[config.mk]
export PLATFORM = sky130hd
export DESIGN_NAME = system_bus
export DESIGN_NICKNAME = d
export VERILOG_FILES = /design/src/common/mini_mcu_pkg.sv /design/src/system_bus/system_bus.sv /design/src/system_bus/bus_arbiter.sv
export VERILOG_INCLUDE_DIRS = /design/src /design/src/common
export SDC_FILE = /design/constraint.sdc
export NUM_CORES = 1
export LEC_CHECK = 0
export BUFFER_PORTS_ARGS = -buffer_cell sky130_fd_sc_hd__buf_2
export CAP_MARGIN = 20
export CORE_AREA = 3 3 148 150
export CTS_BUF_LIST = sky130_fd_sc_hd__clkbuf_16
export CTS_CLUSTER_DIAMETER = 40
export CTS_CLUSTER_SIZE = 10
export DETAILED_ROUTE_END_ITERATION = 7
export DIE_AREA = 0 0 151 153
export PLACE_DENSITY = 0.44
export SLEW_MARGIN = 15
export SYNTH_ARGS = -nofsm -noshare
export SYNTH_HDL_FRONTEND = slang
export SYNTH_SLANG_ARGS = --single-unit
[constraint.sdc]
create_clock -name clk_i -period 2.6 [get_ports clk_i]
set_clock_uncertainty 0.15 [all_clocks]
set_input_delay 0.52 -clock clk_i [delete_from_list [all_inputs] [get_ports clk_i]]
set_output_delay 0.52 -clock clk_i [all_outputs]
set_load 0.1 [all_outputs]
[src/common/mini_mcu_cfg.svh]
////////////////////
// memory map, ram depth and bus error value
////////////////////
`ifndef MINI_MCU_CFG_SVH
`define MINI_MCU_CFG_SVH

// ram banks, 1 KB each
`define RAM0_BASE 32'h0000_0000
`define RAM1_BASE 32'h0000_0400
`define RAM_WORDS 256

// peripheral space, 8 KB
`define PERIPH_BASE 32'h2000_0000
`define PERIPH_SIZE 32'h0000_2000
`define SOC_CTRL_OFFSET 32'h0000
`define GPIO_OFFSET 32'h1000

// read data for unmapped addresses
`define BUS_ERR_RDATA 32'hBADC_AB1E

`endif
[src/common/mini_mcu_pkg.sv]
////////////////////
// bus and memory types, slave select codes
////////////////////
package mini_mcu_pkg;

  // byte address
  typedef logic [31:0] bus_addr_t;

  // data word
  typedef logic [31:0] bus_data_t;

  // one enable per byte lane
  typedef logic [3:0] bus_be_t;

  // word index within one ram bank
  typedef logic [7:0] ram_idx_t;

  typedef logic [1:0] slave_sel_t;

  localparam slave_sel_t SEL_RAM0   = 2'd0;
  localparam slave_sel_t SEL_RAM1   = 2'd1;
  localparam slave_sel_t SEL_PERIPH = 2'd2;
  localparam slave_sel_t SEL_NONE   = 2'd3;

endpackage

[src/system_bus/system_bus.sv]
////////////////////
// shared bus: arbitration, address decode,
// slave strobes and response routing
////////////////////
`timescale 1ns/100ps
`include "mini_mcu_cfg.svh"

module system_bus
  import mini_mcu_pkg::*;
(
  input  logic      clk_i,
  input  logic      reset_i,

  input  logic      m0_req_i,
  input  logic      m0_we_i,
  input  bus_be_t   m0_be_i,
  input  bus_addr_t m0_addr_i,
  input  bus_data_t m0_wdata_i,
  output logic      m0_gnt_o,
  output logic      m0_rvalid_o,
  output bus_data_t m0_rdata_o,
  output logic      m0_err_o,

  input  logic      m1_req_i,
  input  logic      m1_we_i,
  input  bus_be_t   m1_be_i,
  input  bus_addr_t m1_addr_i,
  input  bus_data_t m1_wdata_i,
  output logic      m1_gnt_o,
  output logic      m1_rvalid_o,
  output bus_data_t m1_rdata_o,
  output logic      m1_err_o,

  output logic      bus_we_o,
  output bus_be_t   bus_be_o,
  output bus_addr_t bus_addr_o,
  output bus_data_t bus_wdata_o,
  output logic      ram0_req_o,
  output logic      ram1_req_o,
  output logic      periph_req_o,
  input  bus_data_t ram0_rdata_i,
  input  bus_data_t ram1_rdata_i,
  input  bus_data_t periph_rdata_i
);

  localparam int RAM_AW = $clog2(`RAM_WORDS) + 2;
  localparam int PER_AW = $clog2(`PERIPH_SIZE);
  localparam bus_addr_t RAM0_BASE = `RAM0_BASE;
  localparam bus_addr_t RAM1_BASE = `RAM1_BASE;
  localparam bus_addr_t PER_BASE  = `PERIPH_BASE;

  logic       gnt0;
  logic       gnt1;
  logic       any_gnt;
  slave_sel_t sel;

  logic       rsp_valid_q;
  logic       rsp_master_q;
  logic       rsp_we_q;
  slave_sel_t rsp_sel_q;
  logic       rsp_err;
  bus_data_t  rsp_rdata;

  bus_arbiter bus_arbiter_i (
    .clk_i   (clk_i),
    .reset_i (reset_i),
    .req0_i  (m0_req_i),
    .req1_i  (m1_req_i),
    .gnt0_o  (gnt0),
    .gnt1_o  (gnt1)
  );

  assign m0_gnt_o = gnt0;
  assign m1_gnt_o = gnt1;
  assign any_gnt  = gnt0 | gnt1;

  // granted master drives the shared wires
  assign bus_we_o    = gnt1 ? m1_we_i    : m0_we_i;
  assign bus_be_o    = gnt1 ? m1_be_i    : m0_be_i;
  assign bus_addr_o  = gnt1 ? m1_addr_i  : m0_addr_i;
  assign bus_wdata_o = gnt1 ? m1_wdata_i : m0_wdata_i;

  always_comb begin
    if (bus_addr_o[31:RAM_AW] == RAM0_BASE[31:RAM_AW]) begin
      sel = SEL_RAM0;
    end else if (bus_addr_o[31:RAM_AW] == RAM1_BASE[31:RAM_AW]) begin
      sel = SEL_RAM1;
    end else if (bus_addr_o[31:PER_AW] == PER_BASE[31:PER_AW]) begin
      sel = SEL_PERIPH;
    end else begin
      sel = SEL_NONE;
    end
  end

  // unmapped addresses get no strobe
  assign ram0_req_o   = any_gnt && (sel == SEL_RAM0);
  assign ram1_req_o   = any_gnt && (sel == SEL_RAM1);
  assign periph_req_o = any_gnt && (sel == SEL_PERIPH);

  always_ff @(posedge clk_i) begin
    if (reset_i) begin
      rsp_valid_q  <= 1'b0;
      rsp_master_q <= 1'b0;
      rsp_we_q     <= 1'b0;
      rsp_sel_q    <= SEL_NONE;
    end else begin
      rsp_valid_q <= any_gnt;
      if (any_gnt) begin
        rsp_master_q <= gnt1;
        rsp_we_q     <= bus_we_o;
        rsp_sel_q    <= sel;
      end
    end
  end

  assign rsp_err = (rsp_sel_q == SEL_NONE);

  always_comb begin
    case (rsp_sel_q)
      SEL_RAM0:   rsp_rdata = ram0_rdata_i;
      SEL_RAM1:   rsp_rdata = ram1_rdata_i;
      SEL_PERIPH: rsp_rdata = periph_rdata_i;
      default:    rsp_rdata = `BUS_ERR_RDATA;
    endcase
    // writes always return zero
    if (rsp_we_q) begin
      rsp_rdata = '0;
    end
  end

  assign m0_rvalid_o = rsp_valid_q && !rsp_master_q;
  assign m1_rvalid_o = rsp_valid_q && rsp_master_q;
  assign m0_err_o    = rsp_valid_q && !rsp_master_q && rsp_err;
  assign m1_err_o    = rsp_valid_q && rsp_master_q && rsp_err;
  assign m0_rdata_o  = rsp_rdata;
  assign m1_rdata_o  = rsp_rdata;

endmodule

[src/system_bus/bus_arbiter.sv]
////////////////////
// round-robin arbiter for two masters
////////////////////
`timescale 1ns/100ps

module bus_arbiter (
  input  logic clk_i,
  input  logic reset_i,
  input  logic req0_i,
  input  logic req1_i,
  output logic gnt0_o,
  output logic gnt1_o
);

  // high when master 1 got the last grant
  logic last1_q;

  // on a tie the master not served last wins
  assign gnt0_o = req0_i && (!req1_i || last1_q);
  assign gnt1_o = req1_i && (!req0_i || !last1_q);

  always_ff @(posedge clk_i) begin
    if (reset_i) begin
      // so master 0 takes the first tie
      last1_q <= 1'b1;
    end else if (gnt0_o) begin
      last1_q <= 1'b0;
    end else if (gnt1_o) begin
      last1_q <= 1'b1;
    end
  end

endmodule

==> reports/results.txt <==
row cnt = 53
Gate Count Post-Synth = 288
DR WL/cell = 16.7 um
CP endpoint = ram1_req_o
top_reg_cell synth = dfxtp_1
initial antenna violation count = 2
fin crit share = 115%
via count = 3,572
Die Y = 153 um
post-synth top area share = 33.8%
Clock Latency Late Sink = 0.23 ns
# Max-Cap Violations = 0
Critical R2R Launch = bus_arbiter_i.last1_q
DRC Markers = 0
routed vias/inst = 3.83
Worst EP required = 1.93 ns
largest net degree at the start of global routing = 32
hold crit path type = flop to flop
DP Area = 5480 um^2
crit path kind = input pin to output pin
DIE WIDTH = 151 um
Num CTS Buffers = 3
Seq/Total Area, Yosys = 5.38%
die area = 23,100 um^2
hold_buf cts = 0
Placement Setup Slack = -0.430 ns
number of global-route vias before repair = 3,687
Final Hold Viols = 0
#FFs+latches synth = 6
status = finished with violations
H-tree levels = 1
share of cells above drive strength 1 = 81.7%
final setup fails = 3
Routed Antenna Nets = 0
Initial Utilization = 10.7%
syn_nets = 526
area leader, netlist = mux2_2
most frequent cell after synthesis = mux2_2
Avg Inst Size Synth = 7.75 um^2
RSZ-0062 raised after global routing = true
number of flops mapped to enable cells by yosys = 0
CP arrival = 2.31 ns
failing checks = negative setup slack
routability cong. = 0.783
PwrDens = 388 nW/um^2
Power, Total = 2.23 mW
r2r setup slk = 0.68 ns
DRT iter0 DRCs = 51
Slew HR = 66.5%
Port Buf Inserts = 379
I/O pins = 380
Total Wirelength = 15.5 mm
Slew Viols, Final = 0
commonest cells in the netlist = 67 x mux2_2, 52 x nor2_1, 32 x buf_4
placed cells = 926
fmax = 0.336 GHz
async set-reset flop share out of synthesis = 0%
Hold Path Depth = 2
FF-to-FF path depth = 6
DP HPWL = 14.3 mm
Final Util = 27.6%
CTS tree = built
grt total ovfl = 0
post-synthesis cell type count = 28
synthesis-to-layout area growth = 157%
drt first pass iters = 4
Total GRT Usage = 12.3%
Final #Nets = 896
worst setup margin = -0.380 ns
Final TNS setup = -1.04 ns
Crit Path Max Fanout = 4
clk buf depth = 2
most area-consuming cells after synthesis = mux2_2 34%, buf_4 11%, mux2_1 11%, nor2_1 8.7%, mux2i_1 6.3%
first-pass GRT wire length = 21.5 mm
r2r endpoint = rsp_we_q
CP endpoint kind = output pin
Synth Cell Area = 2230 um^2
core box area = 20,800 um^2
final hold slack = 0.378 ns
Non-Filler Instances = 933
Clock Sinks = 6
final instance area = 5740 um^2
nature of the critical path startpoint = input pin
clk slew on worst S/H paths = 0.03 ns
pin slew with the least headroom to its limit = 0.507 ns
Leakage = 2.79 nW
yosys warns = 0
Tmin final = 2.98 ns
Worst IR Drop VDD = 265 uV
Root Driver = clkbuf_16
Setup crit start = m1_addr_i[16]
layout by cell type, fill, tap and decap left out, types with 2 or more instances in the layout:
cell type and n:
buf_2 289, mux2_2 69, buf_4 65, buf_12 52, nor2_4 32, nor2_1 20, mux2_1 19, o22ai_1 19
mux2i_1 14, a21oi_1 14, buf_6 10, nor3_1 7, nor4_1 7, dfxtp_1 4, inv_1 3, clkbuf_16 3
clkbuf_4 3, or4_4 2, or4_1 2, nor3b_4 2, o21ai_0 2, and3_2 2, nand2_1 2
flip-flops by register name (all words and copies together) (netlist names):
register / count
bus_arbiter_i.last1_q: 1
rsp_master_q: 1
rsp_sel_q: 2
rsp_we_q: 1
rsp_valid_q: 1
how the worst min path moves through the flow:
stage                            start            to  slack, ns
after floorplan           rsp_master_q  rsp_master_q       0.34
after global placement    rsp_master_q  rsp_master_q       0.36
after detailed placement  rsp_master_q  rsp_master_q       0.36
after CTS                 rsp_master_q  rsp_master_q       0.38
after global routing           reset_i   rsp_valid_q       0.42
final                     rsp_master_q  rsp_master_q       0.38
cell type report:
type	count	area, um^2
Tap cell	275	344
Timing Repair Buffer	420	3130
Sequential cell	6	125
Inverter	2	7.51
Clock buffer	3	75.1
Multi-Input combinational cell	225	2060
Clock inverter	1	3.75
Fill cell	2256	15100
Antenna cell	1	2.50
critical path, cell delays in order:
cell     delay [ns]
buf_6          0.09
or4_4          0.52
or4_4          0.50
o22ai_4        0.21
nor3b_4        0.26
buf_12         0.20
layer usage:
metal | global-route usage, % | vias to the layer above | wire length [um]
li1 | - | 1763 | -
met1 | 12.4 | 1569 | 5250
met2 | 25.3 | 232 | 8680
met3 | 2.73 | 8 | 1440
met4 | 2.42 | 0 | 174
met5 | 0 | - | 0
report_power, final:
part	switching, mW	total (mW)	leakage, nW	internal, mW
clock	0.0507	0.250	0.0423	0.199
sequential	0.0134	0.110	0.0496	0.0971
combinational	1.37	1.87	2.69	0.502
total	1.43	2.23	2.79	0.798
cell families (layout without fill, tap and decap cells):
| kind of cell | count (synthesis) | after routing | share of synthesized area, % |
|---|---|---|---|
| mux | 102 | 102 | 50.7 |
| buf+inv | 57 | 426 | 15.5 |
| compound gates | 40 | 40 | 10.8 |
| flops | 6 | 6 | 5.38 |
| other cells | 0 | 1 | 0 |
| simple gates | 83 | 83 | 17.7 |
repair_timing:
item                       4_1_cts  5_1_grt
hold endpoints to repair         0        0
pin swaps                        1        1
resized for setup               14       70
setup endpoints to repair       34       33
buffers inserted                 2        0
No activity file was read; power rests on OpenSTA's default activity.
