===== src/common/mini_mcu_cfg.svh =====
////////////////////
// memory map, ram depth and bus error value
////////////////////
`ifndef MINI_MCU_CFG_SVH
`define MINI_MCU_CFG_SVH

// ram banks, 1 KB each
`define RAM0_BASE 32'h0000_0000
`define RAM1_BASE 32'h0000_0400
`define RAM_WORDS 256

// peripheral space, 8 KB
`define PERIPH_BASE 32'h2000_0000
`define PERIPH_SIZE 32'h0000_2000
`define SOC_CTRL_OFFSET 32'h0000
`define GPIO_OFFSET 32'h1000

// read data for unmapped addresses
`define BUS_ERR_RDATA 32'hBADC_AB1E

`endif

===== src/common/mini_mcu_pkg.sv =====
////////////////////
// bus and memory types, slave select codes
////////////////////
package mini_mcu_pkg;

  // byte address
  typedef logic [31:0] bus_addr_t;

  // data word
  typedef logic [31:0] bus_data_t;

  // one enable per byte lane
  typedef logic [3:0] bus_be_t;

  // word index within one ram bank
  typedef logic [7:0] ram_idx_t;

  typedef logic [1:0] slave_sel_t;

  localparam slave_sel_t SEL_RAM0   = 2'd0;
  localparam slave_sel_t SEL_RAM1   = 2'd1;
  localparam slave_sel_t SEL_PERIPH = 2'd2;
  localparam slave_sel_t SEL_NONE   = 2'd3;

endpackage


===== src/peripheral_subsystem/peripheral_subsystem.sv =====
////////////////////
// peripheral decode, exit status registers,
// read mux around the gpio block
////////////////////
`timescale 1ns/100ps
`include "mini_mcu_cfg.svh"

module peripheral_subsystem
  import mini_mcu_pkg::*;
(
  input  logic      clk_i,
  input  logic      reset_i,
  input  logic      req_i,
  input  logic      we_i,
  input  bus_addr_t addr_i,
  input  bus_data_t wdata_i,
  input  bus_data_t gpio_i,
  output bus_data_t rdata_o,
  output bus_data_t exit_value_o,
  output logic      exit_valid_o,
  output bus_data_t gpio_o,
  output bus_data_t gpio_en_o
);

  localparam int PER_AW = $clog2(`PERIPH_SIZE);
  localparam bus_addr_t SOC_OFF  = `SOC_CTRL_OFFSET;
  localparam bus_addr_t GPIO_OFF = `GPIO_OFFSET;

  logic [PER_AW-1:0] offset;
  logic              soc_hit;
  logic              gpio_hit;
  bus_data_t         gpio_rdata;
  logic              exit_valid_q;
  bus_data_t         exit_value_q;
  bus_data_t         rdata_q;

  assign offset = addr_i[PER_AW-1:0];

  // soc ctrl spans two words, gpio four
  assign soc_hit  = (offset[PER_AW-1:3] == SOC_OFF[PER_AW-1:3]);
  assign gpio_hit = (offset[PER_AW-1:4] == GPIO_OFF[PER_AW-1:4]);

  gpio_regs gpio_regs_i (
    .clk_i      (clk_i),
    .reset_i    (reset_i),
    .sel_i      (req_i && gpio_hit),
    .we_i       (we_i),
    .reg_addr_i (offset[3:2]),
    .wdata_i    (wdata_i),
    .gpio_i     (gpio_i),
    .rdata_o    (gpio_rdata),
    .gpio_o     (gpio_o),
    .gpio_en_o  (gpio_en_o)
  );

  // exit_valid at +0, exit_value at +4
  always_ff @(posedge clk_i) begin
    if (reset_i) begin
      exit_valid_q <= 1'b0;
      exit_value_q <= '0;
    end else if (req_i && we_i && soc_hit) begin
      if (offset[2]) begin
        exit_value_q <= wdata_i;
      end else begin
        exit_valid_q <= wdata_i[0];
      end
    end
  end

  always_ff @(posedge clk_i) begin
    if (reset_i) begin
      rdata_q <= '0;
    end else if (req_i && !we_i) begin
      if (soc_hit) begin
        rdata_q <= offset[2] ? exit_value_q : bus_data_t'(exit_valid_q);
      end else if (gpio_hit) begin
        rdata_q <= gpio_rdata;
      end else begin
        // holes in peripheral space
        rdata_q <= '0;
      end
    end
  end

  assign rdata_o      = rdata_q;
  assign exit_value_o = exit_value_q;
  assign exit_valid_o = exit_valid_q;

endmodule


===== src/peripheral_subsystem/gpio_regs.sv =====
////////////////////
// gpio out, enable and synchronized input
////////////////////
`timescale 1ns/100ps

module gpio_regs
  import mini_mcu_pkg::*;
(
  input  logic       clk_i,
  input  logic       reset_i,
  input  logic       sel_i,
  input  logic       we_i,
  input  logic [1:0] reg_addr_i,
  input  bus_data_t  wdata_i,
  input  bus_data_t  gpio_i,
  output bus_data_t  rdata_o,
  output bus_data_t  gpio_o,
  output bus_data_t  gpio_en_o
);

  bus_data_t out_q;
  bus_data_t en_q;
  bus_data_t sync1_q;
  bus_data_t sync2_q;

  always_ff @(posedge clk_i) begin
    if (reset_i) begin
      out_q <= '0;
      en_q  <= '0;
    end else if (sel_i && we_i) begin
      case (reg_addr_i)
        2'd0:    out_q <= wdata_i;
        2'd1:    en_q  <= wdata_i;
        default: ;
      endcase
    end
  end

  // two-flop input synchronizer
  always_ff @(posedge clk_i) begin
    if (reset_i) begin
      sync1_q <= '0;
      sync2_q <= '0;
    end else begin
      sync1_q <= gpio_i;
      sync2_q <= sync1_q;
    end
  end

  always_comb begin
    case (reg_addr_i)
      2'd0:    rdata_o = out_q;
      2'd1:    rdata_o = en_q;
      2'd2:    rdata_o = sync2_q;
      default: rdata_o = '0;
    endcase
  end

  assign gpio_o    = out_q;
  assign gpio_en_o = en_q;

endmodule


===== config.mk =====
export PLATFORM = sky130hd
export DESIGN_NAME = peripheral_subsystem
export DESIGN_NICKNAME = d
export VERILOG_FILES = /design/src/common/mini_mcu_pkg.sv /design/src/peripheral_subsystem/peripheral_subsystem.sv /design/src/peripheral_subsystem/gpio_regs.sv
export VERILOG_INCLUDE_DIRS = /design/src /design/src/common
export SDC_FILE = /design/constraint.sdc
export NUM_CORES = 1
export LEC_CHECK = 0
export ABC_AREA = 1
export BUFFER_PORTS_ARGS = -buffer_cell sky130_fd_sc_hd__buf_2
export CAP_MARGIN = 20
export CORE_MARGIN = 10
export CORE_UTILIZATION = 45
export CTS_CLUSTER_DIAMETER = 50
export CTS_CLUSTER_SIZE = 14
export DETAILED_ROUTE_END_ITERATION = 10
export PLACE_DENSITY = 0.73
export SYNTH_ARGS = -nofsm -noshare
export SYNTH_HDL_FRONTEND = slang
export SYNTH_SLANG_ARGS = --single-unit

===== constraint.sdc =====
create_clock -name clk_i -period 2.65 [get_ports clk_i]
set_input_delay 0.3975 -clock clk_i [delete_from_list [all_inputs] [get_ports clk_i]]
set_output_delay 0.3975 -clock clk_i [all_outputs]
set_load 0.02 [all_outputs]

==> results of run 1 <==
-- critical path: cells and delay by family --
family / cells / cell delay, ns
buf+inv: 4 / 0.74
simple gates: 6 / 0.83
-- cell type report --
type	count	area (um2)	share of cell area
timing repair buffer	226	1230	0.115
clock inverter	14	165	0.0154
tap	265	332	0.0309
multi-input combinational	798	3450	0.322
antenna	1	2.50	0.000234
inverter	331	1240	0.116
clock buffer	18	429	0.0400
sequential	193	3860	0.361
-- worst min path at each step --
stage                                    endpoint  depth (start not counted)                    start  slack (ns)
after global placement    gpio_regs_i.sync2_q[26]                          2  gpio_regs_i.sync1_q[26]        0.39
after global routing      gpio_regs_i.sync1_q[27]                          3               gpio_i[27]        0.15
after floorplan            gpio_regs_i.sync2_q[0]                          2   gpio_regs_i.sync1_q[0]        0.39
after CTS                  gpio_regs_i.sync1_q[3]                          3                gpio_i[3]        0.14
after detailed placement   gpio_regs_i.sync2_q[7]                          2   gpio_regs_i.sync1_q[7]        0.39
final                      gpio_regs_i.sync1_q[7]                          3                gpio_i[7]        0.16
-- cell families after synthesis --
family | Yosys count | share of synthesized area
compound gates | 1 | 0.000561
buf+inv | 420 | 0.182
flops | 193 | 0.434
simple gates | 797 | 0.383
-- state kept, by name (all words and copies together) (netlist names) --
name / count
exit_value_o: 32
gpio_regs_i.gpio_en_o: 32
gpio_regs_i.gpio_o: 32
gpio_regs_i.sync1_q: 32
gpio_regs_i.sync2_q: 32
rdata_o: 32
exit_valid_o: 1
-- Yosys cell counts (all sizes together) --
master  count
nand2     363
dfxtp     193
inv       331
nand3      69
clkbuf     33
buf        56
nor2      238
nand4     127
o21ai       1
-- metrics by stage --
step / area (um2) / instances / util / worst slack, ns / power [mW]
2_1_floorplan: 8910 / 1411 / - / 1.19 / 3.37
3_3_place_gp: 10100 / 1813 / 0.520 / 0.614 / 3.54
3_5_place_dp: 10100 / 1813 / 0.520 / 0.546 / 3.55
4_1_cts: 10700 / 1845 / 0.550 / 1.02 / 6.08
5_1_grt: 10700 / 1846 / 0.551 / 0.861 / 6.29
6_report: 10700 / 1846 / 0.551 / 0.960 / 6.04
-- power by group through the flow --
| stage | sequential [mW] | clock, mW | combinational (mW) |
|---|---|---|---|
| after floorplan | 3.09 | 0 | 0.279 |
| after global placement | 3.06 | 0 | 0.481 |
| after detailed placement | 3.06 | 0 | 0.487 |
| after CTS | 3.00 | 2.59 | 0.489 |
| after global routing | 3.00 | 2.73 | 0.550 |
| final | 2.99 | 2.55 | 0.493 |
-- metal layers --
| layer | wire, um | GRT usage | vias up | share of wire |
|---|---|---|---|---|
| met5 | 0 | 0 | - | 0 |
| met4 | 922 | 0.0918 | 0 | 0.035 |
| met3 | 2580 | 0.0598 | 47 | 0.097 |
| met2 | 11300 | 0.289 | 320 | 0.42 |
| met1 | 11800 | 0.277 | 3639 | 0.44 |
| li1 | - | - | 4481 | - |
==> impl_metrics.csv, run 1 <==
group,metric,value,unit
routing,ant_nets,0,
finish,layout_commonest_cell,"nand2_1",
worst_hold_path,hold_class,"in2reg",
routing,drt_iter0_markers,562,
setup_path,crit_end,"gpio_regs_i.gpio_o[20]",
sta,fmax,592,MHz
synthesis,synth_top_area_share,0.434,
clocking,cts_buffer_depth,2,
synthesis,syn-instance-count,1411,
grt,grt_start_max_net_pins,98,
placed_design,finalWeightedCongestion,0.867,
setup_path,cp-start-kind,"primary input",
grt,overflow,0,
clocking,cts_tree,"yes",
setup_path,worstSetupStartpoint,"addr_i[7]",
setup_path,worstSetupEndpointType,"flip-flop",
setup_path,cp.arrival,2.06,ns
synthesis,synth.net_count,1511,
placed_design,port_buffers,207,
sta,drv_slew,0,
sta,fin_crit_sh,0.638,
synthesis,synth_area,8910,um2
finish,layout_common_cells,"nand2_1, inv_1, nor2_1, buf_2, dfxtp_1",
sta,rsz0062_at_grt,"false",
sta,period_needed,1.69,ns
synthesis,ys_ff_latch,193,
sta,fin_hold_ws,0.156,ns
sta,tightest_slew,0.682,ns
grt,grt_pass1_vias,7785,
die,die_h,161,um
clocking,postCtsHoldBufs,0,
setup_path,cp_cell_sequence,"buf_2 -> nor2_1 -> nand3_2 -> nor2_4 -> buf_12 -> nand3_1 -> buf_4 -> nand2_1 -> inv_1 -> nor2_1",
die,core-area,19500,um2
clocking,ctsRootBufferMaster,"clkbuf_16",
grt,track_usage,0.203,
finish,n_fill_cell,1976,
grt,antenna_found_initial,1,
sta,hold_viol,0,
sta,fin_skew,0.00559,ns
routing,num_vias,8487,
setup_path,cp_common_cell,"nor2_1",
setup_path,criticalPathCategory,"in2reg",
setup_path,r2r_slack,1.68,ns
sta,tns,0,ns
power,pwr-share-clk,0.422,
clocking,clk_latency,0.43,ns
flow_run,drv_cap,0,
setup_path,worst_path_max_delay_cell,"buf_12",
clocking,cts_resized,0,
power,powerDensity,563,nW/um2
die,start_util,0.458,
power,p_leak,5.75,nW
die,dieArea,25800,um2
routing,dr.pass1.iters,5,
die,io_pins,229,
power,p_int,4.40,mW
routing,drc,0,
power,p_comb_frac,0.082,
grt,grt_pass1_wl,42400,um
clocking,cts_buffers,17,
routing,wirelength,26600,um
die,die_w,161,um
placed_design,post-dp-hpwl,19000,um
synthesis,synth.distinct_cells,14,
routing,wl_per_cell,14.4,um
setup_path,cp_max_fo,97,
clocking,path_clk_slew,0.08,ns
clocking,htreeDepth,4,
sta,setup_viol,0,
synthesis,yosys.area.top_type,"dfxtp_1",
setup_path,worst_r2r_endpoint,"rdata_o[20]",
finish,drive_gt1_frac,0.170,
die,rows,51,
synthesis,yosysWarningCount,0,
synthesis,seq_area_frac_synth,0.434,
sta,slew_headroom,0.544,
power,p_sw_frac,0.271,
status,outcome,"completed",
synthesis,synth_area_leaders,"dfxtp_1, nand2_1, inv_1, nor2_1, nand4_1",
setup_path,r2r_start,"gpio_regs_i.gpio_en_o[20]",
power,p_switching,1.63,mW
setup_path,slowest_delay,0.33,ns
setup_path,r2r_cells,6,
power,power_frac_seq,0.496,
finish,area.growth.synth_to_final,20.3,%
clocking,postCtsSetupBuffers,0,
power,max-vdd-ir-drop,0.000388,V
routing,via_per_inst,4.60,
setup_path,required,3.02,ns
finish,final_nets,1667,
synthesis,syn_area_per_cell,6.31,um2
clocking,cts_sinks,193,
Power figures use the tool's default switching activity.
==> run 2: changes to the inputs <==
clock period = 1.7 ns   (was 2.65 ns; I/O delays follow)
==> run 2 against run 1 <==
Compared with the run above: non-clock buffer count is 14 higher; combinational power increased by 65%; core utilization is 1.4 points higher; total power increased by 58%; worst hold slack lost 0.14 ns; cell count up 0.76%; clock power is 59% higher; largest cell class unchanged; largest power group unchanged; highest routed layer unchanged.
==> impl_metrics.csv, run 2 (synthesis gave the netlist of run 1 again) <==
group,metric,value,unit
finish,layout_common_cells,"nand2_1, inv_1, nor2_1, buf_2, dfxtp_1",
power,p_switching,2.52,mW
worst_hold_path,hold_class,"in2reg",
die,io_pins,229,
finish,area.growth.synth_to_final,23.2,%
power,power_frac_seq,0.490,
setup_path,r2r_cells,6,
setup_path,crit_cells,1,
routing,num_vias,8544,
finish,finalInstanceArea,11000,um2
sta,slew_headroom,0.656,
clocking,path_clk_slew,0.07,ns
clocking,cts_buffers,17,
sta,fin_crit_sh,0.754,
grt,grt_pass1_wl,41600,um
setup_path,worstSetupEndpointType,"primary output",
setup_path,worst_path_max_delay_cell,"dfxtp_1",
power,max-vdd-ir-drop,0.000595,V
setup_path,worstSetupStartpoint,"gpio_regs_i.gpio_en_o[20]",
routing,wirelength,26300,um
clocking,cts_resized,0,
die,dieArea,25800,um2
routing,ant_nets,0,
setup_path,path_delay_family,"flip-flops",
setup_path,cp_cell_sequence,"buf_2",
power,p_sw_frac,0.264,
setup_path,cp.arrival,1.03,ns
setup_path,required,1.44,ns
routing,drt_iter0_markers,645,
power,p_int,7.01,mW
power,powerDensity,868,nW/um2
setup_path,slowest_delay,0.39,ns
power,pwr-share-clk,0.425,
die,rows,51,
clocking,postCtsHoldBufs,3,
sta,drv_slew,0,
die,start_util,0.458,
setup_path,cp-start-kind,"flip-flop",
grt,antenna_found_initial,1,
routing,via_per_inst,4.59,
placed_design,port_buffers,207,
setup_path,criticalPathCategory,"reg2out",
setup_path,worst_r2r_endpoint,"rdata_o[2]",
sta,fin_hold_ws,0.0128,ns
grt,overflow,0,
sta,tightest_slew,0.516,ns
clocking,postCtsSetupBuffers,0,
status,outcome,"completed",
sta,tns,0,ns
grt,grt_start_max_net_pins,65,
setup_path,critPathBufInv,1,
placed_design,finalWeightedCongestion,0.883,
sta,setup_viol,0,
die,core-area,19500,um2
setup_path,r2r_slack,0.74,ns
routing,drc,0,
clocking,cts_sinks,193,
sta,period_needed,1.28,ns
placed_design,dpl_cell_area,10400,um2
sta,fmax,780,MHz
clocking,ctsRootBufferMaster,"clkbuf_16",
sta,hold_viol,0,
grt,grt_pass1_vias,7692,
placed_design,post-dp-hpwl,19300,um
finish,final_nets,1681,
sta,fin_skew,0.00573,ns
grt,track_usage,0.200,
routing,wl_per_cell,14.2,um
finish,drive_gt1_frac,0.176,
clocking,clk_latency,0.44,ns
die,die_h,161,um
setup_path,r2r_start,"gpio_regs_i.gpio_en_o[2]",
setup_path,cp_max_fo,3,
setup_path,crit_end,"gpio_en_o[20]",
clocking,htreeDepth,4,
sta,rsz0062_at_grt,"false",
clocking,cts_tree,"yes",
routing,dr.pass1.iters,5,
power,p_leak,5.87,nW
clocking,cts_buffer_depth,2,
flow_run,drv_cap,0,
finish,layout_commonest_cell,"nand2_1",
die,die_w,161,um
power,p_comb_frac,0.085,
-- run 2: changes by cell type in the layout (fill, tap and decap cells not counted) --
cell / previous run / this run
buf_12: 4 / 16
buf_4: 16 / 15
bufinv_16: 0 / 1
clkbuf_1: 1 / 0
clkinv_2: 0 / 2
clkinv_4: 1 / 2
clkinv_8: 4 / 2
clkinvlp_4: 0 / 1
dlygate4sd3_1: 0 / 3
inv_12: 1 / 0
inv_6: 6 / 3
inv_8: 2 / 4
-- run 2: how the worst min path moves through the flow --
stage,from,end,slack [ns],depth (start not counted)
floorplan,gpio_i[0],gpio_regs_i.sync1_q[0],0.36,2
global placement,gpio_regs_i.sync1_q[8],gpio_regs_i.sync2_q[8],0.39,2
detailed placement,gpio_regs_i.sync1_q[3],gpio_regs_i.sync2_q[3],0.39,2
CTS,gpio_i[17],gpio_regs_i.sync1_q[17],0.0007,3
global route,gpio_i[17],gpio_regs_i.sync1_q[17],0.003,3
finish,gpio_i[5],gpio_regs_i.sync1_q[5],0.01,3
-- run 2: layout make-up --
cell class	instances	area, um2
Clock buffer	17	425
Sequential cell	193	3860
Fill cell	1950	8480
Antenna cell	1	2.50
Clock inverter	15	169
Tap cell	265	332
Timing Repair Buffer	240	1490
Multi-Input combinational cell	798	3450
Inverter	331	1240
-- run 2: layer usage --
metal | GRT usage | wire [um] | up-vias
li1 | - | - | 4515
met1 | 0.270 | 11700 | 3641
met2 | 0.294 | 11500 | 343
met3 | 0.0613 | 2470 | 45
met4 | 0.0728 | 732 | 0
met5 | 0 | 0 | -
-- run 2: metrics by stage --
stage,instances,worst slack [ns],util,power [mW]
6_report,1860,0.418,0.564,9.53
4_1_cts,1859,0.407,0.564,9.59
2_1_floorplan,1411,0.381,-,5.26
3_5_place_dp,1824,0.0486,0.532,5.58
3_3_place_gp,1824,0.115,0.532,5.56
5_1_grt,1860,0.352,0.564,9.90
-- run 2: power groups by stage --
| stage | clock network [mW] | logic, mW | registers, mW |
|---|---|---|---|
| after floorplan | 0 | 0.435 | 4.82 |
| after global placement | 0 | 0.795 | 4.77 |
| after detailed placement | 0 | 0.803 | 4.77 |
| after CTS | 4.11 | 0.812 | 4.67 |
| after global routing | 4.31 | 0.906 | 4.68 |
| final | 4.05 | 0.814 | 4.67 |
==> run 3: changes to the inputs <==
PLACE_DENSITY = 0.75   (was 0.73)
clock period = 1.1 ns   (was 1.7 ns; I/O delays follow)
==> run 3 against run 2 <==
Compared with the run above: the flow now finishes with violations (negative setup slack); sequential power grew 55%; sequential cell count is the same; wire length grew 12%.
==> impl_metrics.csv, run 3 (synthesis gave the netlist of run 1 again) <==
group,metric,value,unit
routing,wirelength,29400,um
grt,grt_pass1_vias,8373,
sta,tns,-0.00311,ns
finish,ff_latch_area,4030,um2
routing,drt_iter0_markers,877,
die,start_util,0.458,
flow_run,drv_cap,0,
finish,multi_input_area,3510,um2
grt,antenna_found_initial,0,
placed_design,finalWeightedCongestion,0.892,
sta,fmax,907,MHz
clocking,cts_buffer_depth,2,
sta,fin_ws,-0.00311,ns
setup_path,cp_cell_sequence,"buf_6",
clocking,htreeDepth,4,
clocking,ctsRootBufferMaster,"clkbuf_16",
sta,fin_hold_ws,0.0981,ns
sta,fin_skew,0.00747,ns
setup_path,worst_path_max_delay_cell,"dfxtp_2",
die,die_h,161,um
setup_path,cp-start-kind,"flip-flop",
clocking,cts_sinks,193,
placed_design,post-dp-hpwl,19800,um
routing,num_vias,9284,
finish,n_fill_cell,1634,
sta,drv_slew,0,
finish,layout_common_cells,"nand2_1, inv_1, nor2_1, nand4_1, dfxtp_2",
routing,via_per_inst,4.77,
setup_path,path_delay_family,"flip-flops",
grt,overflow,0,
setup_path,slowest_delay,0.38,ns
routing,drc,0,
setup_path,critPathBufInv,1,
setup_path,required,0.94,ns
clocking,clk_latency,0.43,ns
sta,slew_headroom,0.751,
setup_path,worstSetupEndpointType,"primary output",
clocking,cts_buffers,17,
sta,period_needed,1.10,ns
finish,final_nets,1768,
finish,layout_commonest_cell,"nand2_1",
sta,tightest_slew,0.374,ns
die,core-area,19500,um2
power,p_leak,6.45,nW
grt,grt_pass1_wl,44700,um
worst_hold_path,hold_class,"in2reg",
die,io_pins,229,
routing,dr.pass1.iters,6,
placed_design,port_buffers,207,
sta,setup_viol,1,
die,rows,51,
setup_path,cp.arrival,0.94,ns
status,violations,"negative setup slack",
die,dieArea,25800,um2
finish,drive_gt1_frac,0.280,
status,outcome,"complete, but fails checks",
power,powerDensity,1160,nW/um2
sta,fin_crit_sh,1.00,
routing,wl_per_cell,15.1,um
setup_path,criticalPathCategory,"reg2out",
power,max-vdd-ir-drop,0.00120,V
finish,diodes,0,
setup_path,cp_max_fo,3,
clocking,cts_tree,"yes",
die,die_w,161,um
grt,grt_start_max_net_pins,58,
grt,track_usage,0.213,
sta,hold_viol,0,
finish,area.growth.synth_to_final,42.3,%
clocking,path_clk_slew,0.07,ns
sta,rsz0062_at_grt,"true",
routing,ant_nets,0,
## run 3: cell count changes in the layout (fill, tap and decap cells not counted), moves of 3 or more
cell and delta:
nand3_2 +4, nor2_1 -4, nand3_1 -5, dfxtp_4 +4
dlygate4sd3_1 +30, buf_2 -129, dfxtp_1 -125, dfxtp_2 +121
buf_4 +75, nor2_4 +3, buf_6 +108
## run 3: worst paths after layout
path                                   from  cells past startpoint  slack (ns)                       end
setup / recovery  gpio_regs_i.gpio_en_o[11]                      1      -0.003             gpio_en_o[11]
hold / removal                   wdata_i[6]                      5         0.1  gpio_regs_i.gpio_en_o[6]
setup reg to reg     gpio_regs_i.gpio_o[23]                      7        0.05               rdata_o[23]
hold reg to reg     gpio_regs_i.sync1_q[18]                      2        0.40   gpio_regs_i.sync2_q[18]
## run 3: final cells by class
cell class	count	share of cell area
sequential	193	0.318
tap	265	0.0262
clock buffer	18	0.0339
timing repair buffer	327	0.236
multi-input combinational	798	0.277
clock inverter	14	0.0113
inverter	331	0.0980
## run 3: per-layer routing
layer / vias to the layer above / global-route usage / share of wire / wire length (um)
li1: 4684 / - / - / -
met1: 4039 / 0.288 / 0.43 / 12600
met2: 471 / 0.313 / 0.43 / 12800
met3: 90 / 0.0560 / 0.097 / 2860
met4: 0 / 0.0902 / 0.040 / 1180
met5: - / 0 / 0 / 0
## run 3: where the power goes
group | internal (mW) | switching [mW] | total [mW]
sequential | 7.15 | 0.0715 | 7.23
clock | 3.03 | 2.99 | 6.02
combinational | 0.609 | 0.878 | 1.49
total | 10.8 | 3.94 | 14.7
## run 3: metrics by stage
step	setup slack, ns	cells	util	power [mW]	area [um2]
after CTS	-0.00270	1929	0.628	14.7	12200
after global placement	-0.288	1837	0.540	8.67	10500
after global routing	-0.0393	1946	0.651	15.2	12700
after floorplan	-0.0265	1411	-	8.14	8990
final	-0.00311	1946	0.651	14.7	12700
after detailed placement	-0.326	1837	0.540	8.69	10500
## run 3: what timing repair did
action | in CTS | in global routing
cloned | 0 | 1
setup endpoints to repair | 128 | 118
gates resized for setup | 272 | 98
hold buffers | 33 | 0
hold endpoints to repair | 33 | 0
buffers inserted | 27 | 17
pin swaps | 0 | 3
